==> config.mk <==
export PLATFORM = sky130hd
export DESIGN_NAME = clint_regs
export DESIGN_NICKNAME = d
export VERILOG_FILES = /design/src/clint_regs.sv
export VERILOG_INCLUDE_DIRS = /design/src
export SDC_FILE = /design/constraint.sdc
export NUM_CORES = 1
export LEC_CHECK = 0
export ABC_CLOCK_PERIOD_IN_PS = 2620
export BUFFER_PORTS_ARGS = -buffer_cell sky130_fd_sc_hd__clkbuf_2
export CORE_UTILIZATION = 40
export CTS_BUF_LIST = sky130_fd_sc_hd__clkbuf_16
export CTS_CLUSTER_SIZE = 20
export DETAILED_ROUTE_END_ITERATION = 6
export PLACE_DENSITY = 0.54
export SYNTH_ARGS = -nofsm -noshare
export SYNTH_HDL_FRONTEND = slang
export SYNTH_SLANG_ARGS = --single-unit
==> constraint.sdc <==
create_clock -name clk -period 2.62 [get_ports clk]
set_clock_uncertainty 0.05 [all_clocks]
set_input_delay 0.131 -clock clk [delete_from_list [all_inputs] [get_ports clk]]
set_output_delay 0.131 -clock clk [all_outputs]
set_load 0.005 [all_outputs]
==> src/mem_pipe_consts.svh <==
// memory slice constants for data width, RAM window and timer register offsets
`ifndef MEM_PIPE_CONSTS_SVH
`define MEM_PIPE_CONSTS_SVH

// ##################################################
// datapath
// ##################################################
`define MP_XLEN         32

// ##################################################
// data RAM window, 1 KiB of 32-bit words
// ##################################################
`define MP_RAM_BASE     32'h8000_0000
`define MP_RAM_WORDS    256

// ##################################################
// timer register block
// ##################################################
`define MP_CLINT_BASE   32'h0200_0000
`define MP_MTIMECMP_LO  16'h4000
`define MP_MTIMECMP_HI  16'h4004
`define MP_MTIME_LO     16'hBFF8
`define MP_MTIME_HI     16'hBFFC

`endif

==> src/clint_regs.sv <==
// timer register block with mtime, mtimecmp and a registered interrupt level
`timescale 1ns/1ps
`include "mem_pipe_consts.svh"

module clint_regs (
    input  logic                clk,
    input  logic                rst_n_i,
    input  logic                stall_i,
    input  logic                we_i,
    input  logic                re_i,
    input  logic [15:0]         offset_i,
    input  logic [`MP_XLEN-1:0] wdata_i,
    output logic [`MP_XLEN-1:0] rdata_o,
    output logic                timer_irq_o
);

    logic [63:0] mtime_q;
    logic [63:0] mtime_d;
    logic [63:0] mtimecmp_q;

    // a write to either mtime half replaces the increment for that edge
    always_comb begin
        mtime_d = mtime_q + 64'd1;
        if (we_i && offset_i == `MP_MTIME_LO) begin
            mtime_d = {mtime_q[63:32], wdata_i};
        end else if (we_i && offset_i == `MP_MTIME_HI) begin
            mtime_d = {wdata_i, mtime_q[31:0]};
        end
    end

    always_ff @(posedge clk or negedge rst_n_i) begin
        if (!rst_n_i) begin
            mtime_q     <= '0;
            mtimecmp_q  <= '1;
            timer_irq_o <= 1'b0;
        end else begin
            if (!stall_i) begin
                mtime_q <= mtime_d;
            end
            if (we_i && offset_i == `MP_MTIMECMP_LO) begin
                mtimecmp_q[31:0] <= wdata_i;
            end
            if (we_i && offset_i == `MP_MTIMECMP_HI) begin
                mtimecmp_q[63:32] <= wdata_i;
            end
            timer_irq_o <= mtime_q >= mtimecmp_q;
        end
    end

    always_comb begin
        rdata_o = '0;
        if (re_i) begin
            case (offset_i)
                `MP_MTIMECMP_LO: rdata_o = mtimecmp_q[31:0];
                `MP_MTIMECMP_HI: rdata_o = mtimecmp_q[63:32];
                `MP_MTIME_LO:    rdata_o = mtime_q[31:0];
                `MP_MTIME_HI:    rdata_o = mtime_q[63:32];
                default:         rdata_o = '0;
            endcase
        end
    end

endmodule

==> impl_metrics.env <==
export IMPL_timing_hold_ws_ns=0.145
export IMPL_wl_per_cell_um=21.2
export IMPL_critPathArrivalTime_ns=2.78
export IMPL_grt_setup_unrepaired="false"
export IMPL_wl_mm=33.6
export IMPL_syn_to_final_growth_pct=23.2
export IMPL_period_needed_ns=2.48
export IMPL_clock_sink_count=129
export IMPL_status="completed"
export IMPL_layout_nets=1376
export IMPL_drc=0
export IMPL_startpoint_type="flip-flop"
export IMPL_path_buf_inv=0
export IMPL_layout_drive_gt1_share_pct=26.8
export IMPL_p_leak_nw=5.00
export IMPL_synthFlopType="dfrtp_1"
export IMPL_cp_data_required_time_ns=2.93
export IMPL_die_area_mm2=0.0240
export IMPL_grt_pass1_wl_mm=52.8
export IMPL_synthTopCellsByArea="dfstp_2, dfrtp_1, ha_1"
export IMPL_drtIter0Drc=1041
export IMPL_slew_violations=0
export IMPL_chipHeight_um=155
export IMPL_tns_ns=0
export IMPL_utilization_pct=50.6
export IMPL_max_slew_worst_pin_slew_ns=1.28
export IMPL_synth_edff_count=0
export IMPL_slowest_delay_ns=0.51
export IMPL_netlist_area_mm2=0.00936
export IMPL_cts_max_path_buffers=2
export IMPL_synth_top_area_cell="dfstp_2"
export IMPL_dr_pass1_iters=7
export IMPL_antenna_left=0
export IMPL_die_w_um=155
export IMPL_grtUsageTotal_pct=28.7
export IMPL_port_buffers=85
export IMPL_row_count=55
export IMPL_final_common_cell="nand2_1"
export IMPL_async_reset_ff_share_pct=100
export IMPL_post_route_period_util_pct=94.5
export IMPL_hp_class="in -> reg"
export IMPL_cts_tree="done"
export IMPL_final_hold_violation_count=0
export IMPL_htreeDepth=4
export IMPL_dp_hpwl_mm=24.7
export IMPL_root_buffer="clkbuf_16"
export IMPL_via_per_inst=6.00
export IMPL_irDropWorstVdd_mv=0.328
export IMPL_max_freq_mhz=404
export IMPL_antenna_found_initial=0
export IMPL_insertion_delay_ns=0.43
export IMPL_cts_made_buffers=17
export IMPL_mostFrequentLayoutCells="nand2_1, a21oi_1, o21ai_0, buf_4, clkbuf_2"
export IMPL_syn_inst=1101
export IMPL_critPathMaxFanout=8
export IMPL_vias=9510
export IMPL_path_class="reg -> reg"
export IMPL_clk_pin_slew_worst_paths_ns=0.06
export IMPL_power_per_cell_area_mw_per_mm2=463
export IMPL_io_pin_count=86
export IMPL_slowest_stage="or4_1"
export IMPL_relSlewSlack_pct=15.0
export IMPL_ys_warn_count=0
export IMPL_overflow=0
export IMPL_synth_seq_area_share_pct=35.3
export IMPL_final_setup_viol_count=0
export IMPL_place_congestion=0.929
export IMPL_core_area_mm2=0.0228
export IMPL_cpLargestDelayFamily="simple AND/OR/NAND/NOR gates"
export IMPL_cp_cell_sequence="nand4_1 > nor4_4 > nand3_1 > or4_1 > a21oi_1 > a2bb2oi_1"
export IMPL_synth_top_area_share_pct=18.0
export IMPL_syn_nets=1219
export IMPL_synth_distinct_cells=73
export IMPL_grt_max_degree=59
export IMPL_num_antenna_cells=0
export IMPL_ys_ff_latch=129
export IMPL_end_kind="flip-flop"
export IMPL_grt_pass1_vias=9205
export IMPL_initial_core_util_pct=41.1
export IMPL_maxCapViolCount=0
export IMPL_syn_avg_cell_area_um2=8.50
==> final cells by class <==
cell class                      instances  area, µm²
Sequential cell                       129       3310
Clock inverter                         15        178
Inverter                               82        308
Multi-Input combinational cell        824       5500
Tap cell                              313        392
Fill cell                            2227      11200
Timing Repair Buffer                  204       1420
Clock buffer                           17        425
==> cell usage after synthesis, drive strengths merged, types with 2 or more instances <==
cell and count:
nand2 109, a21oi 99, o21ai 85, inv 80, nor2 80, dfrtp 65
ha 65, dfstp 64, mux2 55, clkbuf 53, nand4 45, nand3 40
a222oi 32, nor3 29, o22ai 19, nor4 17, and3 15, buf 13
a2bb2oi 12, a31oi 11, o22a 10, and4 9, o32ai 9, o31ai 8
and2 7, a211oi 6, or4 6, or3 5, a22oi 4, a32oi 4
nand2b 4, a21o 3, a41o 3, o211ai 3, o21a 3, clkinv 2
mux2i 2, nor3b 2, nor4b 2, o41ai 2
==> kinds of logic after synthesis <==
kind of cell             synth area share [%]
buffers and inverters                    6.28
adder cells (fa/ha/maj)                  8.69
AND/OR/NAND/NOR                          20.3
flip-flops                               35.3
AO/OA/AOI/OAI                            22.5
multiplexers                             6.83
==> worst reg2reg max path: cells and delay by family (launching register included) <==
family,cells,cell delay [ns]
and+or+nand+nor,4,1.56
DFF,1,0.47
AOI/OAI and AO/OA,2,0.32
==> final timing paths <==
kind | from | to | slack, ns | depth (start not counted)
max in group asynchronous | rst_n_i | mtimecmp_q[5] | 1.53 | 3
min in group asynchronous | rst_n_i | mtime_q[26] | 0.24 | 2
worst max register to register | mtime_q[2] | mtime_q[57] | 0.14 | 6
worst min register to register | mtimecmp_q[35] | mtimecmp_q[35] | 0.45 | 2
worst max-delay path | mtime_q[2] | mtime_q[57] | 0.14 | 6
worst min-delay path | stall_i | mtime_q[31] | 0.14 | 2
==> flip-flops by register name, indices dropped and copies added, names as in the netlist <==
signal and flops:
mtime_q 64, mtimecmp_q 64, timer_irq_o 1
==> power by group <==
part / total, W / switching [W] / internal [W]
combinational: 0.000668 / 0.000393 / 0.000275
clock: 0.00253 / 0.000962 / 0.00157
sequential: 0.00214 / 0.0000777 / 0.00206
==> per-stage QoR <==
step	total power (W)	setup WS, ns	std cells	area [µm²]
floorplan	0.00247	0.269	1101	9360
global placement	0.00278	0.132	1517	10600
detailed placement	0.00278	0.0646	1517	10600
CTS	0.00537	0.0430	1582	11500
global route	0.00552	0.000758	1584	11500
finish	0.00534	0.145	1584	11500
==> metal layers <==
metal  vias up  track usage (%)  wire [µm]
met4         0             8.96        671
li1       4456                -          -
met5         -                0          0
met2       387             47.3      15900
met1      4614             38.4      14800
met3        53             4.79       2250
==> what timing repair did <==
item                                    CTS  global route
buffers inserted                          0             2
resized for setup                         0             3
hold buffers                             33             0
endpoints found under the hold margin   103             0
endpoints found under the setup margin    0             7
(Power assumes the default switching activity.)
