[config.mk]
export PLATFORM = sky130hd
export DESIGN_NAME = mem_wb_reg
export DESIGN_NICKNAME = d
export VERILOG_FILES = /design/src/mem_pipe_pkg.sv /design/src/mem_wb_reg.sv
export VERILOG_INCLUDE_DIRS = /design/src
export SDC_FILE = /design/constraint.sdc
export NUM_CORES = 1
export LEC_CHECK = 0
export BUFFER_PORTS_ARGS = -buffer_cell sky130_fd_sc_hd__buf_2
export CAP_MARGIN = 20
export CORE_MARGIN = 2
export CORE_UTILIZATION = 48
export CTS_CLUSTER_DIAMETER = 200
export DETAILED_ROUTE_END_ITERATION = 8
export GPL_TIMING_DRIVEN = 0
export PLACE_DENSITY_LB_ADDON = 0.1
export SLEW_MARGIN = 20
export SYNTH_ARGS = -nofsm -noshare
export SYNTH_HDL_FRONTEND = slang
export SYNTH_SLANG_ARGS = --single-unit
[constraint.sdc]
create_clock -name clk -period 1.18 [get_ports clk]
set_input_delay 0.354 -clock clk [delete_from_list [all_inputs] [get_ports clk]]
set_output_delay 0.354 -clock clk [all_outputs]
set_load 0.02 [all_outputs]
[src/mem_pipe_consts.svh]
// memory slice constants for data width, RAM window and timer register offsets
`ifndef MEM_PIPE_CONSTS_SVH
`define MEM_PIPE_CONSTS_SVH

// ##################################################
// datapath
// ##################################################
`define MP_XLEN         32

// ##################################################
// data RAM window, 1 KiB of 32-bit words
// ##################################################
`define MP_RAM_BASE     32'h8000_0000
`define MP_RAM_WORDS    256

// ##################################################
// timer register block
// ##################################################
`define MP_CLINT_BASE   32'h0200_0000
`define MP_MTIMECMP_LO  16'h4000
`define MP_MTIMECMP_HI  16'h4004
`define MP_MTIME_LO     16'hBFF8
`define MP_MTIME_HI     16'hBFFC

`endif

[src/mem_pipe_pkg.sv]
// shared types for the memory-access slice: load/store codes, exceptions, stage structs
`include "mem_pipe_consts.svh"

package mem_pipe_pkg;

    // load/store operation carried from execute
    typedef enum logic [3:0] {
        LS_NONE = 4'd0,
        LS_LB   = 4'd1,
        LS_LH   = 4'd2,
        LS_LW   = 4'd3,
        LS_LBU  = 4'd4,
        LS_LHU  = 4'd5,
        LS_SB   = 4'd6,
        LS_SH   = 4'd7,
        LS_SW   = 4'd8
    } ls_op_e;

    typedef enum logic [1:0] {
        EXC_NONE     = 2'd0,
        EXC_MISALIGN = 2'd1,
        EXC_ACCESS   = 2'd2
    } exc_e;

    // execute result entering the memory stage
    typedef struct packed {
        logic               valid;
        logic [`MP_XLEN-1:0] pc;
        logic [`MP_XLEN-1:0] inst;
        logic [7:0]         inst_type;
        logic               rd_ena;
        logic [4:0]         rd_addr;
        logic [`MP_XLEN-1:0] rd_data;
        ls_op_e             ls_op;
        logic [`MP_XLEN-1:0] ls_addr;
        logic               fence_ready;
    } ex_mem_t;

    typedef struct packed {
        logic               valid;
        logic [`MP_XLEN-1:0] pc;
        logic [`MP_XLEN-1:0] inst;
        logic               rd_ena;
        logic [4:0]         rd_addr;
        logic [`MP_XLEN-1:0] rd_data;
        exc_e               exc;
        logic               fence_ready;
    } wb_t;

endpackage

[src/mem_wb_reg.sv]
// memory-to-writeback pipeline register that holds on stall and clears on reset
`timescale 1ns/1ps

module mem_wb_reg (
    input  logic              clk,
    input  logic              rst_n_i,
    input  logic              stall_i,
    input  mem_pipe_pkg::wb_t res_i,
    output mem_pipe_pkg::wb_t wb_o
);

    import mem_pipe_pkg::*;

    // ##################################################
    // stage register
    // ##################################################
    always_ff @(posedge clk or negedge rst_n_i) begin
        if (!rst_n_i) begin
            wb_o.valid       <= 1'b0;
            wb_o.pc          <= '0;
            wb_o.inst        <= '0;
            wb_o.rd_ena      <= 1'b0;
            wb_o.rd_addr     <= '0;
            wb_o.rd_data     <= '0;
            wb_o.exc         <= EXC_NONE;
            wb_o.fence_ready <= 1'b0;
        end else if (!stall_i) begin
            wb_o <= res_i;
        end
        // the writeback result stays put while stalled
    end

endmodule

==> results.yml <==
worst_setup_path:
  path_buf_inv: 1
  crit_slowest_cell: "dfrtp_1"
  r2r_slack_ps: 120
  cpLargestDelayFamily: "flip-flops"
  startpoint_type: "register"
  crit_type: "register to output pin"
  r2r-end: "wb_o[97]"
  reg2reg_depth: 3
  cp.arrival_ps: 940
  crit_chain: "buf_6"
  crit_fanout: 2
  cp.required_ps: 830
  crit_path_max_incr_delay_ps: 420
  endpoint_kind: "output pin"
  r2r_start: "wb_o[97]"
clock_network:
  cts_buffer_depth: 2
  ctsRootBufferMaster: "clkbuf_8"
  clk_pin_slew_ps: 110
  htreeDepth: 3
  cts_tree: "done"
  worst_skew_pair.late_latency_ps: 360
  numCtsBuffers: 9
  clock-sinks: 106
drt:
  vias_per_cell: 4.90
  post-route-drc-count: 0
  ant_nets: 0
  wl_um: 11600
  wire_per_inst_um: 19.0
  drt_iter0_markers: 62
  drtPass1Iterations: 4
  vias: 3006
yosys:
  synth_compound_area_share_pct: 0
  synth_cell_type_count: 5
  syn-num-nets: 333
  seq_area_frac_synth_pct: 64.8
  syn-cell-area_mm2: 0.00409
  ys_warn_count: 0
  synthSimpleGateAreaFrac_pct: 0
  syn_avg_cell_area_um2: 18.3
  synth_top_family_by_area: "multiplexers"
  synthXorXnorAreaFrac_pct: 0
  ys_ff_latch: 106
  synth_adder_area_share_pct: 0
  synth.area.mux_share_pct: 32.8
  synthCells: 224
layout:
  final_cells: 614
  fin_nets: 611
  multi_input_area_mm2: 0.00134
  area_growth_pct: 60.8
  largest_reg_flops: 106
  regMostFlops: "wb_o"
  seqCellArea_mm2: 0.00265
  biggestRegsByFlops: "wb_o (106)"
  drive_gt1_share_pct: 78.9
  num-fill-cells: 493
power_and_ir_drop:
  p_int_mw: 6.29
  switching_share_pct: 29.2
  power.switching_mw: 2.60
  seq_power_share_pct: 48.0
  power_density_mw_per_mm2: 1350
  p_clk_share_pct: 24.0
  power.leakage_nw: 3.32
  p_comb_share_pct: 28.0
  vdd_drop_max_v: 0.000721
sta:
  slew_viol_final: 0
  finalWorstPathRequiredPeriod_ps: 1300
  rsz0062_at_grt: "true"
  finalSetupViolations: 106
  fin_crit_sh_pct: 110
  worstMarginPinSlew_ps: 337
  fmax_mhz: 770
  slew_headroom_pct: 77.6
  hold_viol_final: 0
  tns_ps: -8660
  setup_slack_ps: -118
  finClkSkew_ps: 0
flow_run:
  maxCapViolations: 0
hold_path:
  hold_class: "primary input to register"
  min_path_cells: 2
  min_to: "wb_o[92]"
  hold_start: "res_i[92]"
global_route:
  grt_max_degree: 66
  grtUsageTotal_pct: 22.0
  grt_use_met3_pct: 7.52
  first_global_vias: 3007
  grt_use_met1_pct: 24.3
  antenna_found_initial: 2
  busiest_layer: "met2"
  grt_pass1_wl_um: 15000
  grt_util_met2_pct: 39.2
  grt_overflow: 0
floorplan:
  pin_count: 215
  core_mm2: 0.00826
  start_util_pct: 49.6
  die_area_mm2: 0.00928
  die_height_um: 96.4
  placementRows: 33
  die_x_um: 96.4
outcome:
  violations: "negative setup slack"
  status: "finished, violations left"
place:
  port_buffers: 213
  place.gp.congestion: 0.806
  dpl.hpwl_um: 6810
  placed_cells: 543
area by class of cell:
class / count / area share, %
well taps: 105 / 2.00
clock inverters: 6 / 0.741
diodes: 2 / 0.0760
multi-input cells: 106 / 20.4
repair buffers: 267 / 32.9
flip-flops and latches: 106 / 40.3
clock buffers: 10 / 2.09
plain buffers: 12 / 1.48
worst max path at each step:
stage	to	depth (start not counted)	start	slack, ps
final	wb_o[87]	1	wb_o[87]	-120
after global routing	wb_o[87]	1	wb_o[87]	-170
after CTS	wb_o[103]	1	wb_o[103]	-110
after detailed placement	wb_o[82]	4	stall_i	-80
after global placement	wb_o[15]	1	rst_n_i	-1380
after floorplan	wb_o[100]	4	stall_i	20
cell families (layout without fill, tap and decap cells):
group                  count (synthesis)  count (layout)
other                                  0               2
DFF                                  106             106
buffers and inverters                 12             295
muxes                                106             106
timing repair:
item                                   4_1_cts  5_1_grt
endpoints found under the hold margin       41        0
setup endpoints to repair                  106      171
resized for setup                          212        2
hold buffers                                 1        0
pin swaps                                    0        0
setup buffers                               24       28
per-stage QoR:
stage	worst slack [ps]	util [%]	hold WS (ps)	area (µm²)	power, mW
2_1_floorplan	17.4	-	58.4	4090	5.25
3_3_place_gp	-1380	64.1	482	5290	5.93
3_5_place_dp	-80.9	64.5	295	5330	5.99
4_1_cts	-109	77.1	194	6360	8.73
5_1_grt	-171	79.7	179	6580	9.28
6_report	-118	79.7	199	6580	8.89
power groups by stage:
stage | Clock [mW] | Sequential (mW) | Combinational, mW
floorplan | 0 | 4.70 | 0.547
global placement | 0 | 4.22 | 1.71
detailed placement | 0 | 4.23 | 1.76
CTS | 2.17 | 4.25 | 2.31
global route | 2.35 | 4.31 | 2.62
finish | 2.14 | 4.27 | 2.49
synth_stat cells:
cell type,n,area [µm²]
mux2_4,40,601
mux2_2,66,743
dfrtp_1,106,2650
buf_6,6,67.6
buf_2,6,30.0
routing by layer:
| layer | wire, µm | vias up | share of wire (%) |
|---|---|---|---|
| li1 | - | 1341 | - |
| met1 | 3990 | 1516 | 34 |
| met2 | 6510 | 125 | 56 |
| met3 | 806 | 24 | 6.9 |
| met4 | 334 | 0 | 2.9 |
| met5 | 0 | - | 0 |
cells in the final DEF (no fill, tap or decap):
cell / n
clkinv_4: 2
buf_2: 112
dfrtp_1: 106
buf_8: 1
diode_2: 2
mux2_4: 40
clkbuf_8: 10
buf_4: 52
dlygate4sd3_1: 1
buf_6: 112
inv_6: 3
buf_16: 1
mux2_2: 66
clkinv_2: 1
Note: power is estimated with default switching activity, not from simulation.
