`config.mk`:
```
export PLATFORM = sky130hd
export DESIGN_NAME = lsu
export DESIGN_NICKNAME = d
export VERILOG_FILES = /design/src/mem_pipe_pkg.sv /design/src/lsu.sv
export VERILOG_INCLUDE_DIRS = /design/src
export SDC_FILE = /design/constraint.sdc
export NUM_CORES = 1
export LEC_CHECK = 0
export ABC_AREA = 0
export BUFFER_PORTS_ARGS = -buffer_cell sky130_fd_sc_hd__buf_2
export CORE_AREA = 2 2 163 165
export DETAILED_ROUTE_END_ITERATION = 8
export DIE_AREA = 0 0 165 167
export PLACE_DENSITY_LB_ADDON = 0.08
export SLEW_MARGIN = 30
export SYNTH_ARGS = -nofsm -noshare
export SYNTH_HDL_FRONTEND = slang
export SYNTH_SLANG_ARGS = --single-unit
```
`constraint.sdc`:
```
create_clock -name vclk -period 5.14
set_clock_uncertainty 0.15 [all_clocks]
set_input_delay 0.514 -clock vclk [all_inputs]
set_output_delay 0.514 -clock vclk [all_outputs]
set_load 0.01 [all_outputs]
```
`src/mem_pipe_consts.svh`:
```
// memory slice constants for data width, RAM window and timer register offsets
`ifndef MEM_PIPE_CONSTS_SVH
`define MEM_PIPE_CONSTS_SVH

// ##################################################
// datapath
// ##################################################
`define MP_XLEN         32

// ##################################################
// data RAM window, 1 KiB of 32-bit words
// ##################################################
`define MP_RAM_BASE     32'h8000_0000
`define MP_RAM_WORDS    256

// ##################################################
// timer register block
// ##################################################
`define MP_CLINT_BASE   32'h0200_0000
`define MP_MTIMECMP_LO  16'h4000
`define MP_MTIMECMP_HI  16'h4004
`define MP_MTIME_LO     16'hBFF8
`define MP_MTIME_HI     16'hBFFC

`endif

```
`src/mem_pipe_pkg.sv`:
```
// shared types for the memory-access slice: load/store codes, exceptions, stage structs
`include "mem_pipe_consts.svh"

package mem_pipe_pkg;

    // load/store operation carried from execute
    typedef enum logic [3:0] {
        LS_NONE = 4'd0,
        LS_LB   = 4'd1,
        LS_LH   = 4'd2,
        LS_LW   = 4'd3,
        LS_LBU  = 4'd4,
        LS_LHU  = 4'd5,
        LS_SB   = 4'd6,
        LS_SH   = 4'd7,
        LS_SW   = 4'd8
    } ls_op_e;

    typedef enum logic [1:0] {
        EXC_NONE     = 2'd0,
        EXC_MISALIGN = 2'd1,
        EXC_ACCESS   = 2'd2
    } exc_e;

    // execute result entering the memory stage
    typedef struct packed {
        logic               valid;
        logic [`MP_XLEN-1:0] pc;
        logic [`MP_XLEN-1:0] inst;
        logic [7:0]         inst_type;
        logic               rd_ena;
        logic [4:0]         rd_addr;
        logic [`MP_XLEN-1:0] rd_data;
        ls_op_e             ls_op;
        logic [`MP_XLEN-1:0] ls_addr;
        logic               fence_ready;
    } ex_mem_t;

    typedef struct packed {
        logic               valid;
        logic [`MP_XLEN-1:0] pc;
        logic [`MP_XLEN-1:0] inst;
        logic               rd_ena;
        logic [4:0]         rd_addr;
        logic [`MP_XLEN-1:0] rd_data;
        exc_e               exc;
        logic               fence_ready;
    } wb_t;

endpackage

```
`src/lsu.sv`:
```
// load/store unit: address decode, alignment check, store lane steering, load extension
`timescale 1ns/1ps
`include "mem_pipe_consts.svh"

module lsu (
    input  mem_pipe_pkg::ex_mem_t             mem_i,
    input  logic                              stall_i,
    output logic                              ram_we_o,
    output logic [3:0]                        ram_be_o,
    output logic [$clog2(`MP_RAM_WORDS)-1:0]  ram_addr_o,
    output logic [`MP_XLEN-1:0]               ram_wdata_o,
    input  logic [`MP_XLEN-1:0]               ram_rdata_i,
    output logic                              clint_we_o,
    output logic                              clint_re_o,
    output logic [15:0]                       clint_offset_o,
    output logic [`MP_XLEN-1:0]               clint_wdata_o,
    input  logic [`MP_XLEN-1:0]               clint_rdata_i,
    output mem_pipe_pkg::wb_t                 res_o
);

    import mem_pipe_pkg::*;

    localparam int          RAM_AW     = $clog2(`MP_RAM_WORDS);
    localparam logic [31:0] RAM_BASE   = `MP_RAM_BASE;
    localparam logic [31:0] CLINT_BASE = `MP_CLINT_BASE;

    logic                is_load;
    logic                is_store;
    logic                sign_ext;
    logic [1:0]          size;
    logic                misaligned;
    logic                in_ram;
    logic                in_clint;
    logic                req_ok;
    exc_e                exc;
    logic [`MP_XLEN-1:0] rdata_word;
    logic [7:0]          load_byte;
    logic [15:0]         load_half;
    logic [`MP_XLEN-1:0] load_val;

    // ##################################################
    // decode
    // ##################################################
    assign is_load  = mem_i.ls_op inside {LS_LB, LS_LH, LS_LW, LS_LBU, LS_LHU};
    assign is_store = mem_i.ls_op inside {LS_SB, LS_SH, LS_SW};
    assign sign_ext = mem_i.ls_op inside {LS_LB, LS_LH};

    // size 0 is a byte, 1 a halfword, 2 a word
    always_comb begin
        case (mem_i.ls_op)
            LS_LB, LS_LBU, LS_SB: size = 2'd0;
            LS_LH, LS_LHU, LS_SH: size = 2'd1;
            default:              size = 2'd2;
        endcase
    end

    assign misaligned = (size == 2'd1 && mem_i.ls_addr[0]) ||
                        (size == 2'd2 && mem_i.ls_addr[1:0] != 2'b00);
    assign in_ram     = mem_i.ls_addr[31:RAM_AW+2] == RAM_BASE[31:RAM_AW+2];
    assign in_clint   = mem_i.ls_addr[31:16] == CLINT_BASE[31:16] &&
                        mem_i.ls_addr[15:0] inside {`MP_MTIMECMP_LO, `MP_MTIMECMP_HI,
                                                    `MP_MTIME_LO, `MP_MTIME_HI};

    always_comb begin
        if (!(is_load || is_store)) begin
            exc = EXC_NONE;
        end else if (misaligned) begin
            exc = EXC_MISALIGN;
        end else if (in_ram || (in_clint && size == 2'd2)) begin
            exc = EXC_NONE;
        end else begin
            // timer registers only take full words
            exc = EXC_ACCESS;
        end
    end

    assign req_ok = mem_i.valid && exc == EXC_NONE;

    // ##################################################
    // store path
    // ##################################################
    assign ram_we_o       = req_ok && is_store && in_ram && !stall_i;
    assign clint_we_o     = req_ok && is_store && in_clint && !stall_i;
    assign clint_re_o     = req_ok && is_load && in_clint;
    assign ram_addr_o     = mem_i.ls_addr[RAM_AW+1:2];
    assign clint_offset_o = mem_i.ls_addr[15:0];
    assign clint_wdata_o  = mem_i.rd_data;

    always_comb begin
        case (size)
            2'd0: begin
                ram_be_o    = 4'b0001 << mem_i.ls_addr[1:0];
                ram_wdata_o = {4{mem_i.rd_data[7:0]}};
            end
            2'd1: begin
                ram_be_o    = 4'b0011 << mem_i.ls_addr[1:0];
                ram_wdata_o = {2{mem_i.rd_data[15:0]}};
            end
            default: begin
                ram_be_o    = 4'b1111;
                ram_wdata_o = mem_i.rd_data;
            end
        endcase
    end

    // ##################################################
    // load path
    // ##################################################
    assign rdata_word = in_ram ? ram_rdata_i : clint_rdata_i;
    assign load_byte  = rdata_word[8*mem_i.ls_addr[1:0] +: 8];
    assign load_half  = mem_i.ls_addr[1] ? rdata_word[31:16] : rdata_word[15:0];

    always_comb begin
        case (size)
            2'd0:    load_val = {{24{sign_ext & load_byte[7]}}, load_byte};
            2'd1:    load_val = {{16{sign_ext & load_half[15]}}, load_half};
            default: load_val = rdata_word;
        endcase
    end

    always_comb begin
        res_o.valid       = mem_i.valid;
        res_o.pc          = mem_i.pc;
        res_o.inst        = mem_i.inst;
        res_o.rd_addr     = mem_i.rd_addr;
        res_o.fence_ready = mem_i.fence_ready;
        res_o.exc         = exc;
        res_o.rd_ena      = mem_i.rd_ena && !is_store && exc == EXC_NONE;
        res_o.rd_data     = (is_load && exc == EXC_NONE) ? load_val : mem_i.rd_data;
    end

endmodule

```
==> out/results.tsv <==
metric	value	unit
status	finished, final reports clean	
worst vdd ir	0.0225	mV
fin crit period	4.26	ns
Total GRT Usage	12.0	%
DRT iter0 DRCs	206	
Area Growth Syn to Fin	20.4	%
share of layout cells above drive strength 1	49.4	%
GP Congestion	0.750	
aggregate global routing overflow	0	
RSZ-0062 raised after global routing	false	
grt met2 use	22.5	%
Hold Path Depth	0	
Pleak	1.97	nW
Hold Slack	0.878	ns
Initial Util	12.8	%
Worst Setup SP	mem_i[21]	
final hold violation count	0	
I/O Buffers	263	
Crit path required time	4.48	ns
Seq/Total Area, Yosys	0	%
Hold-fix buffers, CTS	0	
Final nets	835	
Setup Viol. Count Final	0	
First-pass DRT Iterations	5	
Die Span Y	167	µm
IO Pins	414	
Core ar.	0.0258	mm²
YS warnings	0	
crit share post-route	82.9	%
Vias	3912	
clock buffers	0	
post-DP HPWL	14.4	mm
global-route wire length before repair	25.2	mm
Final Slew Violations	0	
Final ANT Viol Nets	0	
Top Usage Layer GRT	met2	
critical path class	in -> out	
post-route setup TNS	0	ns
P per Cell Area	80.5	mW/mm²
Slew @ Worst Pin	0.718	ns
Max Freq	235	MHz
CP startpoint kind	input port	
Worst EP arrival	3.60	ns
antenna violations before repair	0	
max_cap viols	0	
met3 Usage GRT	0.872	%
Seq Cell Count	0	
combined flip-flop and latch cell area	0	µm²
# resized after CTS	0	
full die area	0.0276	mm²
worst hold path type	in -> out	
Setup crit end kind	primary output	
vias in the first global route	4010	
Antenna Cells	0	
Post-route DRC	0	
post-synthesis instance total	513	
WHS Endpoint	res_o[100]	
Avg WL per Cell	18.7	µm
met1 usage	15.3	%
final wirelength	17.9	mm
number of post-CTS setup repair buffers	0	
Synth Cell Area	0.00331	mm²
pin count of the biggest net entering global routing	46	
row cnt	59	
syn_area_per_cell	6.45	µm²
Die Wd	165	µm
Max-slew headroom	52.0	%
Hold Crit Start	mem_i[142]	
crit-path max FO	45	
Avg Vias per Cell	4.10	
Netlist cell types	50	
Mapped Nets	726	
==> cell usage after synthesis (2+ instances only) <==
library cell  count  area, µm²
buf_4           141       1060
nand2_1          91        342
nand3_1          36        180
nor2_1           27        101
o21ai_0          24        120
a21oi_1          20        100
mux2i_1          17        170
clkbuf_1         16       60.1
mux2_2           15        169
nand2b_1         10       62.6
a22oi_1           9       67.6
inv_1             9       33.8
o21a_1            9       67.6
buf_2             8       40.0
mux4_2            7        158
nor4_1            7       43.8
o221ai_1          5       43.8
a41oi_1           4       35.0
nor3_1            4       20.0
a211o_1           3       26.3
a22o_1            3       26.3
and2_1            3       18.8
buf_1             3       11.3
nor3b_1           3       22.5
o211ai_1          3       22.5
o21ai_1           3       15.0
a211oi_1          2       15.0
a21o_1            2       15.0
a221oi_1          2       17.5
a31oi_1           2       12.5
a32oi_1           2       17.5
and4_1            2       17.5
nand4_1           2       12.5
nor4b_1           2       17.5
o22ai_1           2       12.5
==> layout by cell type, fill, tap and decap left out, types with 2 or more instances in the layout <==
master,synthesis,final
o21ai_1,3,3
a221oi_1,2,2
nor4b_1,2,2
nand3_1,36,36
o21a_1,9,9
and2_1,3,3
o221ai_1,5,5
nand2_1,91,90
a31oi_1,2,2
nor3b_1,3,3
inv_1,9,9
a22o_1,3,3
nor4_1,7,7
a32oi_1,2,2
a21oi_1,20,18
a21oi_2,0,2
a22oi_1,9,9
mux2_2,15,15
a211oi_1,2,2
mux2i_1,17,17
mux4_2,7,7
and4_1,2,2
buf_2,8,263
a21o_1,2,2
o22ai_1,2,2
buf_4,141,12
a41oi_1,4,4
o21ai_0,24,24
nand4_1,2,2
o211ai_1,3,3
nor3_1,4,4
nand2b_1,10,10
nor2_1,27,27
a211o_1,3,3
==> critical path: stages <==
cell and delay (ns):
buf_2 0.10, nor4_1 0.39, and4_1 0.52, o2111ai_1 0.32, a211oi_4 0.63, buf_4 0.55
mux2i_1 0.14, a21oi_1 0.24, buf_2 0.19
==> worst max path at each step <==
stage                     depth (start not counted)  slack (ns)         to
after CTS                                         9        0.80  res_o[18]
after global routing                              9        0.63   res_o[5]
after detailed placement                          9        0.81  res_o[18]
after floorplan                                   8        2.10  res_o[28]
after global placement                            9        0.84  res_o[18]
final                                             9        0.88  res_o[18]
==> metal layers <==
metal | part of all wire [%] | up-vias
met1 | 43 | 1823
met4 | 0.86 | 0
met3 | 6.0 | 30
met2 | 50 | 185
met5 | 0 | -
li1 | - | 1874
==> kinds of logic after synthesis <==
| kind of cell | count (synthesis) | synth area share, % |
|---|---|---|
| AND/OR/NAND/NOR | 195 | 27.8 |
| AO/OA/AOI/OAI | 100 | 20.4 |
| buffers and inverters | 178 | 36.5 |
| XOR/XNOR | 1 | 0.265 |
| multiplexers | 39 | 15.0 |
==> per-stage QoR <==
step                      setup slack, ns  power [mW]  instance area, µm²  std cells  util [%]
after global placement              0.843       0.328                3980        955      15.5
after detailed placement            0.813       0.328                3980        955      15.5
after floorplan                      2.10       0.239                3310        513         -
final                               0.877       0.321                3980        955      15.5
after global routing                0.629       0.357                3980        955      15.5
after CTS                           0.801       0.329                3980        955      15.5
==> power breakdown <==
part           internal, mW  total [mW]  switching, mW  leakage (nW)
clock network             0           0              0             0
logic                 0.132       0.321          0.189          1.97
registers                 0           0              0             0
total                 0.132       0.321          0.189          1.97
==> cell type report <==
cell class | count | area [µm²]
timing repair buffer | 275 | 1410
multi-input combinational | 335 | 2120
inverter | 10 | 37.5
tap | 335 | 419
fill | 3064 | 21800
No activity file was read; power rests on OpenSTA's default activity.
