File: config.mk
export PLATFORM = sky130hd
export DESIGN_NAME = ex_mem_reg
export DESIGN_NICKNAME = d
export VERILOG_FILES = /design/src/mem_pipe_pkg.sv /design/src/ex_mem_reg.sv
export VERILOG_INCLUDE_DIRS = /design/src
export SDC_FILE = /design/constraint.sdc
export NUM_CORES = 1
export LEC_CHECK = 0
export BUFFER_PORTS_ARGS = -buffer_cell sky130_fd_sc_hd__buf_2
export CAP_MARGIN = 20
export CELL_PAD_IN_SITES_DETAIL_PLACEMENT = 1
export CELL_PAD_IN_SITES_GLOBAL_PLACEMENT = 1
export CORE_AREA = 5 5 142 144
export CTS_CLUSTER_DIAMETER = 80
export CTS_CLUSTER_SIZE = 16
export DETAILED_ROUTE_END_ITERATION = 6
export DIE_AREA = 0 0 147 149
export PLACE_DENSITY = 0.79
export SLEW_MARGIN = 40
export SYNTH_ARGS = -nofsm -noshare
export SYNTH_HDL_FRONTEND = slang
export SYNTH_SLANG_ARGS = --single-unit
File: constraint.sdc
create_clock -name clk -period 0.95 [get_ports clk]
set_input_delay 0.19 -clock clk [delete_from_list [all_inputs] [get_ports clk]]
set_output_delay 0.19 -clock clk [all_outputs]
set_load 0.05 [all_outputs]
File: src/mem_pipe_consts.svh
// memory slice constants for data width, RAM window and timer register offsets
`ifndef MEM_PIPE_CONSTS_SVH
`define MEM_PIPE_CONSTS_SVH

// ##################################################
// datapath
// ##################################################
`define MP_XLEN         32

// ##################################################
// data RAM window, 1 KiB of 32-bit words
// ##################################################
`define MP_RAM_BASE     32'h8000_0000
`define MP_RAM_WORDS    256

// ##################################################
// timer register block
// ##################################################
`define MP_CLINT_BASE   32'h0200_0000
`define MP_MTIMECMP_LO  16'h4000
`define MP_MTIMECMP_HI  16'h4004
`define MP_MTIME_LO     16'hBFF8
`define MP_MTIME_HI     16'hBFFC

`endif

File: src/mem_pipe_pkg.sv
// shared types for the memory-access slice: load/store codes, exceptions, stage structs
`include "mem_pipe_consts.svh"

package mem_pipe_pkg;

    // load/store operation carried from execute
    typedef enum logic [3:0] {
        LS_NONE = 4'd0,
        LS_LB   = 4'd1,
        LS_LH   = 4'd2,
        LS_LW   = 4'd3,
        LS_LBU  = 4'd4,
        LS_LHU  = 4'd5,
        LS_SB   = 4'd6,
        LS_SH   = 4'd7,
        LS_SW   = 4'd8
    } ls_op_e;

    typedef enum logic [1:0] {
        EXC_NONE     = 2'd0,
        EXC_MISALIGN = 2'd1,
        EXC_ACCESS   = 2'd2
    } exc_e;

    // execute result entering the memory stage
    typedef struct packed {
        logic               valid;
        logic [`MP_XLEN-1:0] pc;
        logic [`MP_XLEN-1:0] inst;
        logic [7:0]         inst_type;
        logic               rd_ena;
        logic [4:0]         rd_addr;
        logic [`MP_XLEN-1:0] rd_data;
        ls_op_e             ls_op;
        logic [`MP_XLEN-1:0] ls_addr;
        logic               fence_ready;
    } ex_mem_t;

    typedef struct packed {
        logic               valid;
        logic [`MP_XLEN-1:0] pc;
        logic [`MP_XLEN-1:0] inst;
        logic               rd_ena;
        logic [4:0]         rd_addr;
        logic [`MP_XLEN-1:0] rd_data;
        exc_e               exc;
        logic               fence_ready;
    } wb_t;

endpackage

File: src/ex_mem_reg.sv
// execute-to-memory pipeline register that holds on stall and clears on reset
`timescale 1ns/1ps

module ex_mem_reg (
    input  logic                  clk,
    input  logic                  rst_n_i,
    input  logic                  stall_i,
    input  mem_pipe_pkg::ex_mem_t ex_i,
    output mem_pipe_pkg::ex_mem_t mem_o
);

    import mem_pipe_pkg::*;

    // ##################################################
    // stage register
    // ##################################################
    always_ff @(posedge clk or negedge rst_n_i) begin
        if (!rst_n_i) begin
            mem_o.valid       <= 1'b0;
            mem_o.pc          <= '0;
            mem_o.inst        <= '0;
            mem_o.inst_type   <= '0;
            mem_o.rd_ena      <= 1'b0;
            mem_o.rd_addr     <= '0;
            mem_o.rd_data     <= '0;
            mem_o.ls_op       <= LS_NONE;
            mem_o.ls_addr     <= '0;
            mem_o.fence_ready <= 1'b0;
        end else if (!stall_i) begin
            mem_o <= ex_i;
        end
        // a stalled edge keeps the previous contents
    end

endmodule

==> results of run 1 <==
-- kinds of logic after synthesis --
| logic type | synth area share (%) |
|---|---|
| multiplexers | 30.1 |
| buffers and inverters | 2.90 |
| flip-flops | 67.0 |
-- synthesized netlist by cell type --
cell type,n
buf_2,2
buf_4,2
buf_6,12
dfrtp_1,148
mux2_2,148
-- cells in the final DEF, fill, tap and decap left out --
| cell type | count |
|---|---|
| bufinv_16 | 2 |
| buf_2 | 148 |
| buf_6 | 132 |
| mux2_2 | 145 |
| diode_2 | 1 |
| clkbuf_1 | 1 |
| dlygate4sd3_1 | 86 |
| clkinv_2 | 3 |
| clkinv_4 | 1 |
| inv_6 | 4 |
| clkbuf_16 | 17 |
| buf_12 | 5 |
| clkinvlp_4 | 4 |
| buf_4 | 44 |
| buf_8 | 18 |
| mux2_4 | 3 |
| dfrtp_2 | 148 |
-- timing repair --
item	CTS	global route
endpoints found under the setup margin	148	151
hold endpoints to repair	228	5
gates cloned	0	0
gates resized for setup	302	15
hold buffers	81	5
setup buffers	7	24
-- where the power goes --
part	total, mW	internal [mW]	switching [mW]
Clock	6.65	3.89	2.76
Sequential	7.57	7.06	0.517
Combinational	5.83	2.51	3.32
Total	20.1	13.5	6.60
-- how the worst max path moves through the flow --
| stage | startpoint | end | slack (ns) | depth (start not counted) |
|---|---|---|---|---|
| after CTS | mem_o[49] | mem_o[49] | -0.26 | 1 |
| after global routing | mem_o[103] | mem_o[103] | -0.28 | 1 |
| after global placement | stall_i | mem_o[119] | -0.16 | 3 |
| after floorplan | stall_i | mem_o[47] | 0.02 | 3 |
| after detailed placement | stall_i | mem_o[120] | -0.18 | 3 |
| final | mem_o[143] | mem_o[143] | -0.24 | 1 |
-- routing by layer --
layer	vias up	share of wire [%]	wire (µm)
li1	1969	-	-
met1	2215	33	6760
met2	174	58	11800
met3	28	5.9	1180
met4	0	2.3	459
met5	-	0	0
-- final cells by class --
| class | instances | area, µm² | share of cell area [%] |
|---|---|---|---|
| clock inverter | 14 | 149 | 1.46 |
| timing repair buffer | 433 | 3790 | 37.0 |
| multi-input combinational | 148 | 1680 | 16.4 |
| tap | 234 | 293 | 2.86 |
| sequential | 148 | 3890 | 38.0 |
| antenna | 1 | 2.50 | 0.0245 |
| clock buffer | 18 | 429 | 4.20 |
-- per-stage QoR --
step	util (%)	std cells	hold WS, ns
2_1_floorplan	-	312	-0.106
3_3_place_gp	40.6	846	0.0227
3_5_place_dp	40.6	846	0.0254
4_1_cts	53.5	966	0.000566
5_1_grt	55.1	996	0.00197
6_report	55.1	996	0.0102
==> results.sh, run 1 <==
export IMPL_status="finished with violations"
export IMPL_largest_register_ffs=148
export IMPL_min_from="ex_i[127]"
export IMPL_end_kind="output pin"
export IMPL_grt_pass1_vias=5207
export IMPL_drv_slew=0
export IMPL_crit_fanout=2
export IMPL_path_delay_family="flip-flops"
export IMPL_yosys_register_bits=148
export IMPL_period_minus_slack_ns=1.19
export IMPL_root_buffer="clkbuf_16"
export IMPL_wl_per_cell_um=20.3
export IMPL_setup_worst_path_start_class="flip-flop"
export IMPL_crit_buf_inv=1
export IMPL_drt_iter0_markers=70
export IMPL_avgViaCountPerCell=4.40
export IMPL_numCtsBuffers=17
export IMPL_coreArea_um2=18600
export IMPL_synthTopCellsByArea="dfrtp_1 67%, mux2_2 30%, buf_6 2.4%"
export IMPL_worstSetupPathType="flip-flop to output pin"
export IMPL_areaGrowthSynthToFinish_pct=85.0
export IMPL_finalSetupViolCount=148
export IMPL_drcViolationCount=0
export IMPL_p_total_mw=20.1
export IMPL_htreeDepth=4
export IMPL_cp_data_arrival_time_ns=1.00
export IMPL_start_util_pct=29.8
export IMPL_cts_tree="yes"
export IMPL_leakage_nw=4.58
export IMPL_cts_sinks=148
export IMPL_slowest_delay_ns=0.43
export IMPL_top_register="mem_o"
export IMPL_finalClockSkew_ns=0
export IMPL_timing_max_cap_violations=0
export IMPL_ir_drop_mv=1.26
export IMPL_required_ns=0.76
export IMPL_io_pins=299
export IMPL_grt_max_degree=65
export IMPL_routed_wl_um=20200
export IMPL_synthCells=312
export IMPL_grtUsageTotal_pct=18.0
export IMPL_worst_slew_pin_transition_ns=0.377
export IMPL_syn_num_nets=463
export IMPL_synth_area_leader_cell="dfrtp_1"
export IMPL_clk_latency_ns=0.41
export IMPL_synth_area_um2=5530
export IMPL_ys_warn_count=0
export IMPL_port_buffers=298
export IMPL_grt_busiest_layer="met2"
export IMPL_overflow=0
export IMPL_synth_top_cell_area_share_pct=67.0
export IMPL_vias=4386
export IMPL_slowest_stage="dfrtp_2"
export IMPL_critical_path_cell_chain="buf_6"
export IMPL_violations="setup timing"
export IMPL_fillCellCount=1804
export IMPL_r2r_start="mem_o[86]"
export IMPL_nets=899
export IMPL_ys_seq_area_share_pct=67.0
export IMPL_clockBufferDepth=2
export IMPL_use_met2_pct=35.9
export IMPL_cts_clk_slew_worst_paths_ns=0.06
export IMPL_dieHeight_um=149
export IMPL_fin_crit_sh_pct=125
export IMPL_ys_types=5
export IMPL_dieArea_um2=21900
export IMPL_fmax_mhz=840
export IMPL_die_w_um=147
export IMPL_grt_met3_usage_pct=5.62
export IMPL_postRouteAntennaNets=0
export IMPL_r2r_cells=2
export IMPL_final_area_um2=10200
export IMPL_pre_cts_ws_ns=-0.176
export IMPL_fp_row_count=50
export IMPL_final_hold_viol_count=0
export IMPL_hold_class="input port to flip-flop"
export IMPL_relSlewSlack_pct=74.9
export IMPL_use_met1_pct=17.6
export IMPL_setup_slack_ns=-0.241
export IMPL_hold_path_endpoint="mem_o[127]"
export IMPL_tns_ns=-32.32
export IMPL_dpl_cell_area_um2=7550
export IMPL_grt_pass1_wl_um=30500
export IMPL_p_per_area_nw_per_um2=1960
export IMPL_finalWeightedCongestion=0.747
export IMPL_dp_hpwl_um=12700
export IMPL_antenna_found_initial=1
export IMPL_reg_largest_list="mem_o x148"
export IMPL_rsz0062_at_grt="yes"
export IMPL_avgSynthCellArea_um2=17.7
export IMPL_layout_drive_gt1_share_pct=88.6
export IMPL_hold_path_depth=2
export IMPL_r2r_end="mem_o[86]"
export IMPL_firstDrtPassIters=2
export IMPL_r2r_slack_ns=0.01
Note: power is estimated with default switching activity, not from simulation.
==> run 2, diff against run 1 <==
- CTS_BUF_LIST: not set -> sky130_fd_sc_hd__clkbuf_2 sky130_fd_sc_hd__clkbuf_4 sky130_fd_sc_hd__clkbuf_8
==> results.sh, run 2 (synthesis results as in run 1) <==
export IMPL_htreeDepth=4
export IMPL_drcViolationCount=0
export IMPL_final_cell_mix="149 x dlygate4sd3_1, 148 x buf_2, 148 x dfrtp_2"
export IMPL_firstDrtPassIters=4
export IMPL_clk_latency_ns=0.42
export IMPL_root_buffer="clkbuf_8"
export IMPL_slowest_stage="dfrtp_2"
export IMPL_top_register="mem_o"
export IMPL_ir_drop_mv=0.811
export IMPL_antenna_found_initial=3
export IMPL_r2r_start="mem_o[82]"
export IMPL_numCtsBuffers=17
export IMPL_end_kind="output pin"
export IMPL_path_delay_family="flip-flops"
export IMPL_tns_ns=-36.75
export IMPL_regArea_um2=3890
export IMPL_cp_startpoint="mem_o[12]"
export IMPL_io_pins=299
export IMPL_required_ns=0.76
export IMPL_final_hold_viol_count=0
export IMPL_fin_crit_sh_pct=129
export IMPL_layout_drive_gt1_share_pct=82.1
export IMPL_final_common_cell="dlygate4sd3_1"
export IMPL_setup_slack_ns=-0.274
export IMPL_areaGrowthSynthToFinish_pct=94.4
export IMPL_port_buffers=298
export IMPL_p_per_area_nw_per_um2=1740
export IMPL_multi_input_area_um2=1700
export IMPL_crit_fanout=2
export IMPL_period_minus_slack_ns=1.22
export IMPL_fmax_mhz=817
export IMPL_setup_worst_path_start_class="flip-flop"
export IMPL_overflow=0
export IMPL_largest_register_ffs=148
export IMPL_seqPwrFrac_pct=40.5
export IMPL_p_clk_share_pct=26.4
export IMPL_dp_hpwl_um=12700
export IMPL_cts_sinks=148
export IMPL_dieArea_um2=21900
export IMPL_finalWeightedCongestion=0.747
export IMPL_postRouteAntennaNets=0
export IMPL_worst_slew_pin_transition_ns=0.359
export IMPL_crit_buf_inv=1
export IMPL_fp_row_count=50
export IMPL_slowest_delay_ns=0.44
export IMPL_netSwitchingFraction_pct=35.0
export IMPL_power_internal_mw=12.2
export IMPL_finalClockSkew_ns=0
export IMPL_clockBufferDepth=2
export IMPL_rsz0062_at_grt="yes"
export IMPL_routed_wl_um=23200
export IMPL_p_sw_mw=6.55
export IMPL_grt_max_degree=65
export IMPL_violations="setup timing"
export IMPL_critical_path_cell_chain="buf_6"
export IMPL_worstSetupPathType="flip-flop to output pin"
export IMPL_nets=969
export IMPL_start_util_pct=29.8
export IMPL_cts_tree="yes"
export IMPL_dieHeight_um=149
export IMPL_p_comb_share_pct=33.1
export IMPL_die_w_um=147
export IMPL_leakage_nw=4.82
export IMPL_cts_clk_slew_worst_paths_ns=0.10
export IMPL_grtUsageTotal_pct=20.9
export IMPL_cp_data_arrival_time_ns=1.03
export IMPL_grt_pass1_wl_um=34900
export IMPL_avgViaCountPerCell=4.44
export IMPL_timing_max_cap_violations=0
export IMPL_reg_largest_list="mem_o x148"
export IMPL_vias=4741
export IMPL_pre_cts_ws_ns=-0.176
export IMPL_coreArea_um2=18600
export IMPL_finalSetupViolCount=150
export IMPL_fillCellCount=1818
export IMPL_relSlewSlack_pct=76.1
export IMPL_drt_iter0_markers=81
export IMPL_hold_class="input port to asynchronous set/reset pin"
export IMPL_grt_pass1_vias=5908
export IMPL_wl_per_cell_um=21.7
export IMPL_drv_slew=0
export IMPL_status="finished with violations"
export IMPL_place_inst=846
export IMPL_fin_cells=1068
[run 2: cell count changes in the layout (fill, tap and decap cells not counted), sizes merged]
cell         change
diode            +2
buf              +7
dlygate4sd3     +63
[run 2: what timing repair did]
item,CTS,global route
gates resized for setup,296,27
buffers inserted,10,30
endpoints found under the setup margin,148,153
hold buffers,149,0
endpoints found under the hold margin,296,0
[run 2: power groups by stage]
stage | clock network (mW) | logic (mW) | registers (mW)
after global routing | 5.40 | 6.43 | 7.65
after CTS | 5.07 | 5.81 | 7.52
after floorplan | 0 | 0.799 | 9.74
final | 4.93 | 6.19 | 7.59
after global placement | 0 | 4.38 | 7.43
after detailed placement | 0 | 4.47 | 7.48
[run 2: path summary, 6_finish.rpt]
kind	to	slack [ns]	depth (start not counted)
max	mem_o[12]	-0.27	1
min	mem_o[11]	0.14	2
max reg2reg	mem_o[82]	-0.07	3
min reg2reg	mem_o[119]	0.53	1
max in group asynchronous	mem_o[131]	0.20	3
min in group clk	mem_o[37]	0.20	2
[run 2: metal layers]
metal | wire length [µm] | share of wire (%) | global-route usage, %
met5 | 0 | 0 | 0
met1 | 7430 | 32 | 19.6
met2 | 13400 | 58 | 41.2
met3 | 1380 | 5.9 | 6.26
met4 | 950 | 4.1 | 9.65
[run 2: layout make-up]
type	count	share of cell area, %
multi-input cells	148	15.8
well taps	234	2.72
diodes	3	0.0698
flip-flops and latches	148	36.2
repair buffers	503	41.6
clock buffers	18	2.25
clock inverters	14	1.38
[run 2: stage by stage]
stage / power (mW) / utilization (%) / hold slack, ns / area (µm²)
global route: 19.5 / 57.9 / 0.0974 / 10800
global placement: 11.8 / 40.6 / 0.0227 / 7550
CTS: 18.4 / 56.1 / 0.115 / 10400
detailed placement: 12.0 / 40.6 / 0.0254 / 7550
floorplan: 10.5 / - / -0.106 / 5720
finish: 18.7 / 57.9 / 0.136 / 10800
[run 2: worst reg2reg max path: stages (launching register included)]
cell and delay [ns]:
dfrtp_2 0.43, buf_6 0.12, buf_6 0.10, mux2_4 0.25
